--- src/design/geometry_pkg.sv ---
// Index and size constants for triangle vertices, axes, box corners and colors, shared by the RTL
package geometry_pkg;

    // Vertices in one triangle
    localparam int VERTS = 3;

    // Axes carried per vertex, x y and z
    localparam int AXES = 3;

    // Axis positions inside a vertex
    // z sits at index 2 and only travels with the triangle
    localparam int AXIS_X = 0;
    localparam int AXIS_Y = 1;

    // Corner positions inside a bounding box
    // Lower left holds the minima, upper right the maxima
    localparam int CORNER_LL = 0;
    localparam int CORNER_UR = 1;

    // Color channels per triangle
    localparam int COLORS = 3;

endpackage

--- src/design/msaa_pkg.sv ---
// MSAA subsample code and its mapping to surviving fraction bits, used by the clip stage and top
package msaa_pkg;

    // One-hot code, the set bit moves down as the sample grid gets finer
    // 1x is one sample per pixel, 64x is an eighth of a pixel on a side
    typedef enum logic [3:0] {
        SS_1X  = 4'b1000,
        SS_4X  = 4'b0100,
        SS_16X = 4'b0010,
        SS_64X = 4'b0001
    } subsample_e;

    // Number of top fraction bits kept when flooring to the sample grid
    // Each step to a finer grid halves the sample pitch, so one more bit survives
    function automatic int unsigned keep_frac_bits(input subsample_e code);
        int unsigned bits;
        case (code)
            SS_1X:   bits = 0;
            SS_4X:   bits = 1;
            SS_16X:  bits = 2;
            SS_64X:  bits = 3;
            // Illegal codes fall back to whole pixels
            default: bits = 0;
        endcase
        return bits;
    endfunction

endpackage

--- src/design/bbox_clip.sv ---
// Combinational back of the bounding box stage, snaps the box to the sample grid and clips it
`timescale 1ns/10ps

module bbox_clip import geometry_pkg::*, msaa_pkg::*; #(
    parameter int SIGFIG = 24,
    parameter int RADIX  = 10
) (
    input  logic signed [SIGFIG-1:0] box_raw [CORNER_UR:CORNER_LL][AXIS_Y:AXIS_X],
    input  logic                     backface,
    input  logic                     valid_in,
    input  logic signed [SIGFIG-1:0] screen [AXIS_Y:AXIS_X],
    input  subsample_e               subsample,
    output logic signed [SIGFIG-1:0] box_clip [CORNER_UR:CORNER_LL][AXIS_Y:AXIS_X],
    output logic                     valid_clip
);

    // Integer bits above the binary point
    localparam int INT_BITS = SIGFIG - RADIX;

    typedef logic signed [SIGFIG-1:0] coord_t;

    // Fraction bits that survive for the current code
    int unsigned      kept;
    // Ones on the kept fraction bits only
    logic [RADIX-1:0] frac_mask;
    // Whole coordinate mask, integer part always kept
    coord_t           grid_mask;
    // Corners after the floor, before the screen clamp
    coord_t           snapped [CORNER_UR:CORNER_LL][AXIS_Y:AXIS_X];
    // Raw box touches the screen on both axes
    logic             on_screen;

    // Build the floor mask from the MSAA code
    always_comb begin
        kept      = keep_frac_bits(subsample);
        // Shift ones down by the kept count, then invert to mark the top bits
        frac_mask = ~({RADIX{1'b1}} >> kept);
        grid_mask = {{INT_BITS{1'b1}}, frac_mask};
    end

    // Floor then clamp every corner
    always_comb begin
        for (int a = AXIS_X; a <= AXIS_Y; a++) begin
            // Clearing low bits of a two's complement value rounds toward minus infinity
            snapped[CORNER_LL][a] = box_raw[CORNER_LL][a] & grid_mask;
            snapped[CORNER_UR][a] = box_raw[CORNER_UR][a] & grid_mask;

            // Lower left never sits left of or below the origin
            if (snapped[CORNER_LL][a] < 0) begin
                box_clip[CORNER_LL][a] = '0;
            end else begin
                box_clip[CORNER_LL][a] = snapped[CORNER_LL][a];
            end

            // Upper right never passes the screen edge
            if (snapped[CORNER_UR][a] > screen[a]) begin
                box_clip[CORNER_UR][a] = screen[a];
            end else begin
                box_clip[CORNER_UR][a] = snapped[CORNER_UR][a];
            end
        end
    end

    // Overlap test on the unsnapped box
    always_comb begin
        on_screen = 1'b1;
        for (int a = AXIS_X; a <= AXIS_Y; a++) begin
            // Box starting past the far edge sees nothing
            if (box_raw[CORNER_LL][a] > screen[a]) begin
                on_screen = 1'b0;
            end
            // Box ending before the origin sees nothing either
            if (box_raw[CORNER_UR][a] < 0) begin
                on_screen = 1'b0;
            end
        end
    end

    // Keep only real, front-facing, visible triangles
    assign valid_clip = valid_in && !backface && on_screen;

endmodule

--- config.mk ---
export PLATFORM = sky130hd
export DESIGN_NAME = bbox_clip
export DESIGN_NICKNAME = d
export VERILOG_FILES = /design/src/design/geometry_pkg.sv /design/src/design/msaa_pkg.sv /design/src/design/bbox_clip.sv
export SDC_FILE = /design/constraint.sdc
export NUM_CORES = 1
export LEC_CHECK = 0
export ABC_AREA = 1
export BUFFER_PORTS_ARGS = -buffer_cell sky130_fd_sc_hd__buf_2
export CORE_UTILIZATION = 39
export DETAILED_ROUTE_END_ITERATION = 10
export PLACE_DENSITY = 0.79
export SETUP_SLACK_MARGIN = 0.3
export SLEW_MARGIN = 20
export SYNTH_ARGS = -nofsm -noshare
export SYNTH_HDL_FRONTEND = slang
export SYNTH_SLANG_ARGS = --single-unit
--- constraint.sdc ---
create_clock -name vclk -period 2.7
set_input_delay 0.405 -clock vclk [all_inputs]
set_output_delay 0.405 -clock vclk [all_outputs]
set_load 0.03 [all_outputs]
==> out/results.txt, run 1 <==
status: complete, but fails checks
failing checks: negative setup slack
area of the multi-input gates: 3740 sq um
Layout Nets: 1088
worst path required time: 2.30 ns
busiest grt layer: met2
simple-gate share of the synthesized area: 43.12%
initial antenna violation count: 0
core region area: 8299 sq um
synth unique cells: 25
post-synthesis xor/xnor area fraction: 0%
layout cells sized above 1: 48.36%
CP max-delay cell: ha_1
slowest stage delay, CP: 0.24 ns
largest net degree at the start of global routing: 18
first drt pass iteration count: 4
Antenna Nets Post-Route: 0
area grow syn2layout: 83.35%
VDD IR-drop max: 0.2157 mV
Setup Slack @ Placement: -0.4291 ns
final-report setup violation count: 48
Tot GR Track Use: 26.13%
met3 Use GR: 1.691%
# clk buffers: 0
adder-cell share of the synthesized area: 30.48%
RD Place Congestion: 0.8263
die width: 94.90 um
Final Cycle Share: 110.9%
HPWL reported at the end of detailed placement: 9.647 mm
Avg Cell Area, Syn: 5.500 sq um
sequential cells: 0
drt via density: 5.005
WL/cell: 14.45 um
Reg area: 0 sq um
Final Hold Viols: 0
most frequent cells in the layout: buf_2, nand2_1, inv_1
Worst EP arrival: 2.59 ns
Setup CP Type: input port to primary output
Max-cap violations: 0
commonest non-fill, non-tap cell in the layout: buf_2
CP dominant cell by count: nor2_4
crit-path cells: buf_6 > nor2_4 > nand3_2 > a21boi_4 > buf_4 > nor2_4 > ha_1 > nand2_1 > nor2_1 > nand2_1 > nor2_4 > nand2_2 > nand4_1 > nand2_4 > buf_12 > nand3_1 > nand2_4 > buf_6
count of pins over their slew limit: 0
DRC: 0
number of I/O pins: 247
synth warn: 0
Die H: 94.90 um
Final WS setup: -0.2953 ns
Total Wirelength: 13.86 mm
fillcell total: 599
RSZ-0062 raised after global routing: yes
sequential share of the synthesized area: 0%
Gate Count Post-Synth: 612
crit start category: input port
Final min period: 2.995 ns
FMAX: 333.9 MHz
Initial Utilization: 40.55%
Crit. End Element: primary output
first-pass GRT wire length: 18.93 mm
vias after detailed routing: 4800
Buffers on Ports: 217
Hold Crit Class: input port to primary output
Post-CTS Hold Fix Bufs: 0
post-route setup TNS: -11.23 ns
P_leak: 3.707 nW
post-synthesis mux area share: 0%
GRT overflow: 0
Site Rows: 33
met1 usage: 26.48%
Synth Cell Area: 3366 sq um
post-synthesis compound-gate area fraction: 6.543%
main combinational cell family by area after synthesis: simple AND/OR/NAND/NOR gates
crit-path max FO: 9
Die Area: 9006 sq um
vias in the first global route: 4434
ANT cells: 0
Power Dens Cells: 279.2 nW/um^2
WHS: 1.143 ns
initial DRC count: 113
Util after Layout: 74.36%
met2 Use GR: 56.24%
logic make-up after synthesis:
kind of cell | Yosys count
adders and majority gates | 82
and+or+nand+nor | 339
AOI/OAI and AO/OA | 40
buffers and inverters | 150
other | 1
synth_stat cells:
| cell type | n | share of area (%) |
|---|---|---|
| nand2_1 | 181 | 20 |
| inv_1 | 122 | 14 |
| ha_1 | 82 | 30 |
| nor2_1 | 77 | 8.6 |
| nand3_1 | 45 | 6.7 |
| a21oi_1 | 28 | 4.2 |
| buf_4 | 18 | 4.0 |
| nor2_2 | 8 | 1.5 |
| nand4_1 | 7 | 1.3 |
| a21o_1 | 6 | 1.3 |
| clkbuf_1 | 6 | 0.67 |
| nand2_2 | 6 | 1.1 |
| nor3_1 | 4 | 0.59 |
| nor3b_1 | 4 | 0.89 |
| o21ai_0 | 4 | 0.59 |
| buf_6 | 3 | 1.0 |
| nand2_4 | 3 | 1.0 |
| a21boi_0 | 1 | 0.22 |
| buf_8 | 1 | 0.45 |
| conb_1 | 1 | 0.11 |
| nand3_2 | 1 | 0.30 |
| nand4_2 | 1 | 0.37 |
| nor2_4 | 1 | 0.33 |
| nor4b_1 | 1 | 0.26 |
| o21bai_1 | 1 | 0.22 |
report_power, final:
part	internal, mW	switching [mW]	leakage (nW)
Combinational	0.721	1.00	3.71
Clock	0	0	0
Sequential	0	0	0
metal layers:
| layer | share of wire, % | vias to the layer above | wire (um) |
|---|---|---|---|
| met1 | 35 | 2160 | 4893 |
| met3 | 5.9 | 43 | 818 |
| met4 | 3.2 | 0 | 440 |
| met5 | 0 | - | 0 |
| met2 | 56 | 231 | 7701 |
| li1 | - | 2366 | - |
per-stage QoR:
stage / cell area [sq um] / total power, mW / std cells
global placement: 5122 / 1.294 / 949
finish: 6171 / 1.723 / 959
global route: 6171 / 1.834 / 959
detailed placement: 5122 / 1.312 / 949
CTS: 5836 / 1.598 / 954
floorplan: 3856 / 0.9345 / 627
path summary, 6_finish.rpt:
kind	startpoint	to	slack, ns	cells after the start
hold / removal	box_raw[93]	box_clip[93]	1.14	4
setup / recovery	subsample[2]	box_clip[63]	-0.30	18
worst max-delay path: cells and delay by family:
family / cells / cell delay, ns
compound gates: 1 / 0.15
fa+ha+maj: 1 / 0.24
buf+inv: 4 / 0.53
simple gates: 12 / 1.25
area by class of cell:
class / count / share of cell area [%]
inverters: 122 / 7.522
well taps: 105 / 2.129
repair buffers: 255 / 29.74
multi-input cells: 477 / 60.60
repair_timing:
item                                    4_1_cts  5_1_grt
pin swaps                                    27       32
gates resized for setup                     175       61
gates cloned                                  1        1
setup buffers                                 4        4
endpoints found under the setup margin       49       49
No activity file was read; power rests on OpenSTA's default activity.
==> inputs of run 2 (changes only) <==
Settings changed: ABC_AREA 1 to not set, CORE_ASPECT_RATIO set to 1.2, CORE_MARGIN set to 4, CORE_UTILIZATION 39 to 38.
Clock period 2.7 ns to 2.5 ns, I/O delays scaled along.
==> out/results.txt, run 2 <==
FMAX: 280.0 MHz
count of pins over their slew limit: 0 (unchanged)
VDD IR-drop max: 0.2810 mV (+30%)
commonest non-fill, non-tap cell in the layout: buf_2
Final min period: 3.572 ns
GRT overflow: 0 (unchanged)
Final Hold Viols: 0 (unchanged)
Avg Cell Area, Syn: 7.770 sq um (+41%)
vias after detailed routing: 4299 (-10%)
Final Cycle Share: 142.9%
Setup CP Type: input port to primary output
Reg area: 0 sq um (unchanged)
Hold Path Stages: 3 (-1)
Tot GR Track Use: 26.54% (+0.41 points)
sequential cells: 0 (unchanged)
status: complete, but fails checks
Power Dens Cells: 306.2 nW/um^2 (+9.7%)
Die H: 106.5 um (+12%)
synth unique cells: 46 (+84%)
slew margin rel.: 65.31%
RSZ-0062 raised after global routing: yes
total power: 1.747 mW (+1.4%)
drt via density: 5.321 (+6.3%)
Total Wirelength: 13.66 mm (-1.4%)
Layout Nets: 950 (-13%)
initial antenna violation count: 0 (unchanged)
Max-cap violations: 0 (unchanged)
Buffers on Ports: 217 (unchanged)
most frequent cells in the layout: buf_2, buf_4, ha_1
P_leak: 3.204 nW (-14%)
Crit. End Element: primary output
DRC: 0 (unchanged)
layout cells sized above 1: 57.68% (+9.3 points)
Synth Cell Area: 3069 sq um (-8.8%)
first-pass GRT wire length: 21.08 mm (+11%)
synth warn: 0 (unchanged)
area of the multi-input gates: 3148 sq um (-16%)
synth top area cells: ha_1, mux2_4, a21oi_1
worst path required time: 2.12 ns (-0.18 ns)
HPWL reported at the end of detailed placement: 11.17 mm (+16%)
core region area: 7795 sq um (-6.1%)
area grow syn2layout: 85.94%
Synth top area share: 33.43% (+2.9 points)
ANT cells: 0 (unchanged)
RD Place Congestion: 0.8801 (+6.5%)
Gate Count Post-Synth: 395 (-35%)
largest net degree at the start of global routing: 17 (-1)
sequential share of the synthesized area: 0% (unchanged)
Antenna Nets Post-Route: 0 (unchanged)
Site Rows: 35 (+6.1%)
WL/cell: 16.91 um (+17%)
fillcell total: 581 (-3.0%)
die width: 90.04 um (-5.1%)
Worst EP arrival: 3.20 ns (+0.61 ns)
Final WS setup: -1.072 ns (-0.7765 ns)
first drt pass iteration count: 4 (unchanged)
Synth top cells by count: ha_1, inv_1, a21oi_1, nor2b_1, nand2_1
number of I/O pins: 247 (unchanged)
Die Area: 9585 sq um (+6.4%)
Hold Crit Class: input port to primary output
Initial Utilization: 39.37% (-1.2 points)
vias in the first global route: 4660 (+5.1%)
initial DRC count: 89 (-21%)
post-synth top area cell: ha_1
crit start category: input port
# clk buffers: 0 (unchanged)
Least-Margin Pin Slew: 0.5155 ns
top-count cell post-synth: ha_1
final-report setup violation count: 49 (+2.1%)
failing checks: negative setup slack
Util after Layout: 73.21% (-1.1 points)
crit-path max FO: 4 (-5)
[run 2: critical path, stage by stage]
cell and delay [ns]:
buf_6 0.10, buf_6 0.11, xor2_1 0.15, o21ai_1 0.18
nor2_1 0.09, and2_2 0.20, ha_4 0.22, a211oi_2 0.29
o22ai_1 0.12, o21ba_2 0.23, or3_4 0.44, nand2_8 0.09
buf_4 0.14, mux2_4 0.29, buf_4 0.17
[run 2: power breakdown]
group          internal [mW]  switching [mW]
logic                  0.845           0.903
clock network              0               0
registers                  0               0
[run 2: kinds of logic (layout without fill, tap and decap cells)]
| family | count (synthesis) | in the layout | synth area share, % |
|---|---|---|---|
| AND/OR/NAND/NOR | 120 | 121 | 21.93 |
| multiplexers | 34 | 34 | 14.80 |
| XOR/XNOR | 5 | 5 | 1.671 |
| AO/OA/AOI/OAI | 79 | 79 | 15.78 |
| buffers and inverters | 74 | 379 | 12.27 |
| adder cells (fa/ha/maj) | 82 | 82 | 33.43 |
| other | 1 | 16 | 0.1222 |
[run 2: stage by stage]
| step | std cells | hold WS, ns | setup WS, ns | setup TNS [ns] | instance area, sq um |
|---|---|---|---|---|---|
| finish | 808 | 1.098 | -1.072 | -47.38 | 5707 |
| global route | 808 | 1.109 | -1.174 | -51.93 | 5707 |
| CTS | 805 | 1.095 | -1.025 | -44.96 | 5642 |
| detailed placement | 790 | 1.136 | -1.186 | -52.19 | 5026 |
| global placement | 790 | 1.125 | -1.133 | -49.30 | 5026 |
| floorplan | 410 | 0.8596 | -0.7330 | -27.39 | 3299 |
[run 2: layout make-up]
type                       instances  share of cell area, %
inverter                          52                  3.640
multi-input combinational        337                  55.16
tap                               92                  2.017
timing repair buffer             327                  39.18
[run 2: routing by layer]
metal | part of all wire [%] | wire length [um] | global-route usage (%)
met5 | 0 | 0 | 0
met3 | 8.2 | 1124 | 5.591
met2 | 54 | 7425 | 55.69
met1 | 33 | 4512 | 24.14
met4 | 4.4 | 599 | 10.61
[run 2: what timing repair did]
action,in CTS,in global routing
cloned,3,0
setup buffers,12,3
setup endpoints to repair,49,49
resized for setup,117,10
pin swaps,30,16
hold buffers,0,0
[run 2: final timing paths]
| check | startpoint | end |
|---|---|---|
| max | subsample[1] | box_clip[69] |
| min | screen[34] | box_clip[82] |
==> inputs of run 3 (changes only) <==
Settings changed: CORE_UTILIZATION 38 to 29, PLACE_DENSITY 0.79 to 0.63, REMOVE_ABC_BUFFERS set to 1.
==> out/results.txt, run 3 (synthesis results as in run 2) <==
commonest non-fill, non-tap cell in the layout: buf_2
crit-path max FO: 8 (+4)
Final Hold Viols: 0 (unchanged)
non-filler cells, final: 838 (+3.7%)
Hold Path Stages: 3 (unchanged)
Hold Crit Class: input port to primary output
worst path required time: 2.12 ns (about the same)
crit start category: input port
Reg area: 0 sq um (unchanged)
area of the multi-input gates: 3249 sq um (+3.2%)
layout cells sized above 1: 60.11% (+2.4 points)
Post-CTS Hold Fix Bufs: 0 (unchanged)
Crit. End Element: primary output
first drt pass iteration count: 4 (unchanged)
DRC: 0 (unchanged)
initial DRC count: 63 (-29%)
ANT cells: 0 (unchanged)
final-report setup violation count: 49 (unchanged)
RD Place Congestion: 0.8680 (-1.4%)
Buffers on Ports: 217 (unchanged)
Final Cycle Share: 135.2% (-7.7 points)
Total Wirelength: 13.78 mm (+0.89%)
HPWL reported at the end of detailed placement: 11.41 mm (+2.2%)
fillcell total: 905 (+56%)
Setup CP Type: input port to primary output
Crit path buffers/inverters: 4 (unchanged)
GRT overflow: 0 (unchanged)
failing checks: negative setup slack
area grow syn2layout: 96.29%
largest net degree at the start of global routing: 17 (unchanged)
status: complete, but fails checks
Setup Slack @ Placement: -1.093 ns (+0.09245 ns)
Layout Nets: 946 (-0.42%)
Top Family by Delay on Critical Path: compound AO/OA/AOI/OAI gates
VDD IR-drop max: 0.2785 mV (-0.88%)
most frequent cells in the layout: buf_2, buf_4, ha_1
Die H: 120.7 um (+13%)
RSZ-0062 raised after global routing: yes
vias after detailed routing: 4088 (-4.9%)
count of pins over their slew limit: 0 (unchanged)
Site Rows: 40 (+14%)
Worst EP arrival: 3.00 ns (-0.20 ns)
drt via density: 4.878 (-8.3%)
Final WS setup: -0.8790 ns (+0.1927 ns)
number of I/O pins: 247 (unchanged)
CP max-delay cell: a211oi_2
slowest stage delay, CP: 0.31 ns (-0.13 ns)
Final min period: 3.379 ns (-0.1927 ns)
Tot GR Track Use: 20.45% (-6.1 points)
crit-path cells: buf_8 > xor2_1 > o21ai_1 > nor2_1 > and2_4 > ha_4 > a21o_1 > a21oi_2 > o221ai_2 > a211oi_2 > xnor2_2 > a21o_1 > buf_6 > buf_16 > mux2_4 > buf_6
Antenna Nets Post-Route: 0 (unchanged)
Worst Hold End: box_clip[94]
Initial Utilization: 30.21% (-9.2 points)
Max-cap violations: 0 (unchanged)
die width: 101.9 um (+13%)
first-pass GRT wire length: 20.12 mm (-4.5%)
Hold Startpoint: screen[46]
sequential cells: 0 (unchanged)
FMAX: 295.9 MHz (+5.7%)
# clk buffers: 0 (unchanged)
vias in the first global route: 4281 (-8.1%)
final non-filler cell area: 6025 sq um (+5.6%)
WHS: 1.085 ns (-0.01256 ns)
initial antenna violation count: 0 (unchanged)
Power Dens Cells: 304.0 nW/um^2 (-0.71%)
WL/cell: 16.45 um (-2.7%)
core region area: 10160 sq um (+30%)
Inst Count DP: 826 (+4.6%)
placed cell areas: 4938 sq um (-1.7%)
Die Area: 12300 sq um (+28%)
P_leak: 3.270 nW (+2.0%)
[run 3: cell types whose count changed in the layout (fill, tap and decap cells not counted), sizes merged]
cell	change
buf	-3
nand2	-1
[run 3: what timing repair did]
item	CTS	global route
setup buffers	5	5
resized for setup	185	54
pin swaps	35	26
setup endpoints to repair	49	49
gates cloned	2	0
[run 3: stage by stage]
step                      utilization, %  TNS (ns)  power, mW
final                              59.30    -36.73      1.832
after global routing               59.30    -42.90      1.947
after CTS                          56.54    -37.32      1.727
after detailed placement           48.61    -46.49      1.363
after global placement             48.61    -45.68      1.344
after floorplan                        -    -34.25     0.8080
[run 3: worst max-delay path by stage]
stage | endpoint | startpoint | slack, ns | depth (start not counted)
after CTS | box_clip[86] | subsample[2] | -0.89 | 16
after global routing | box_clip[87] | subsample[2] | -1.02 | 16
final | box_clip[87] | subsample[2] | -0.88 | 16
after floorplan | box_clip[79] | subsample[1] | -1.01 | 12
after detailed placement | box_clip[71] | subsample[1] | -1.09 | 14
after global placement | box_clip[71] | subsample[1] | -1.10 | 14
[run 3: worst min-delay path, stage by stage]
cell	delay, ns
buf_8	0.08
mux2_4	0.14
buf_6	0.12
[run 3: routing by layer]
layer	GRT usage (%)	vias up	share of wire [%]	routed length (um)
li1	-	2025	-	-
met1	20.44	1832	33	4549
met2	42.10	203	54	7470
met3	3.001	28	9.4	1293
met4	5.578	0	3.4	470
met5	0	-	0	0
[run 3: area by class of cell]
class,instances,share of cell area (%)
Multi-Input combinational cell,336,53.94
Timing Repair Buffer,324,40.08
Inverter,52,3.364
Tap cell,126,2.617
[run 3: report_power, final]
group	internal, mW	switching, mW
registers	0	0
clock network	0	0
logic	0.913	0.918
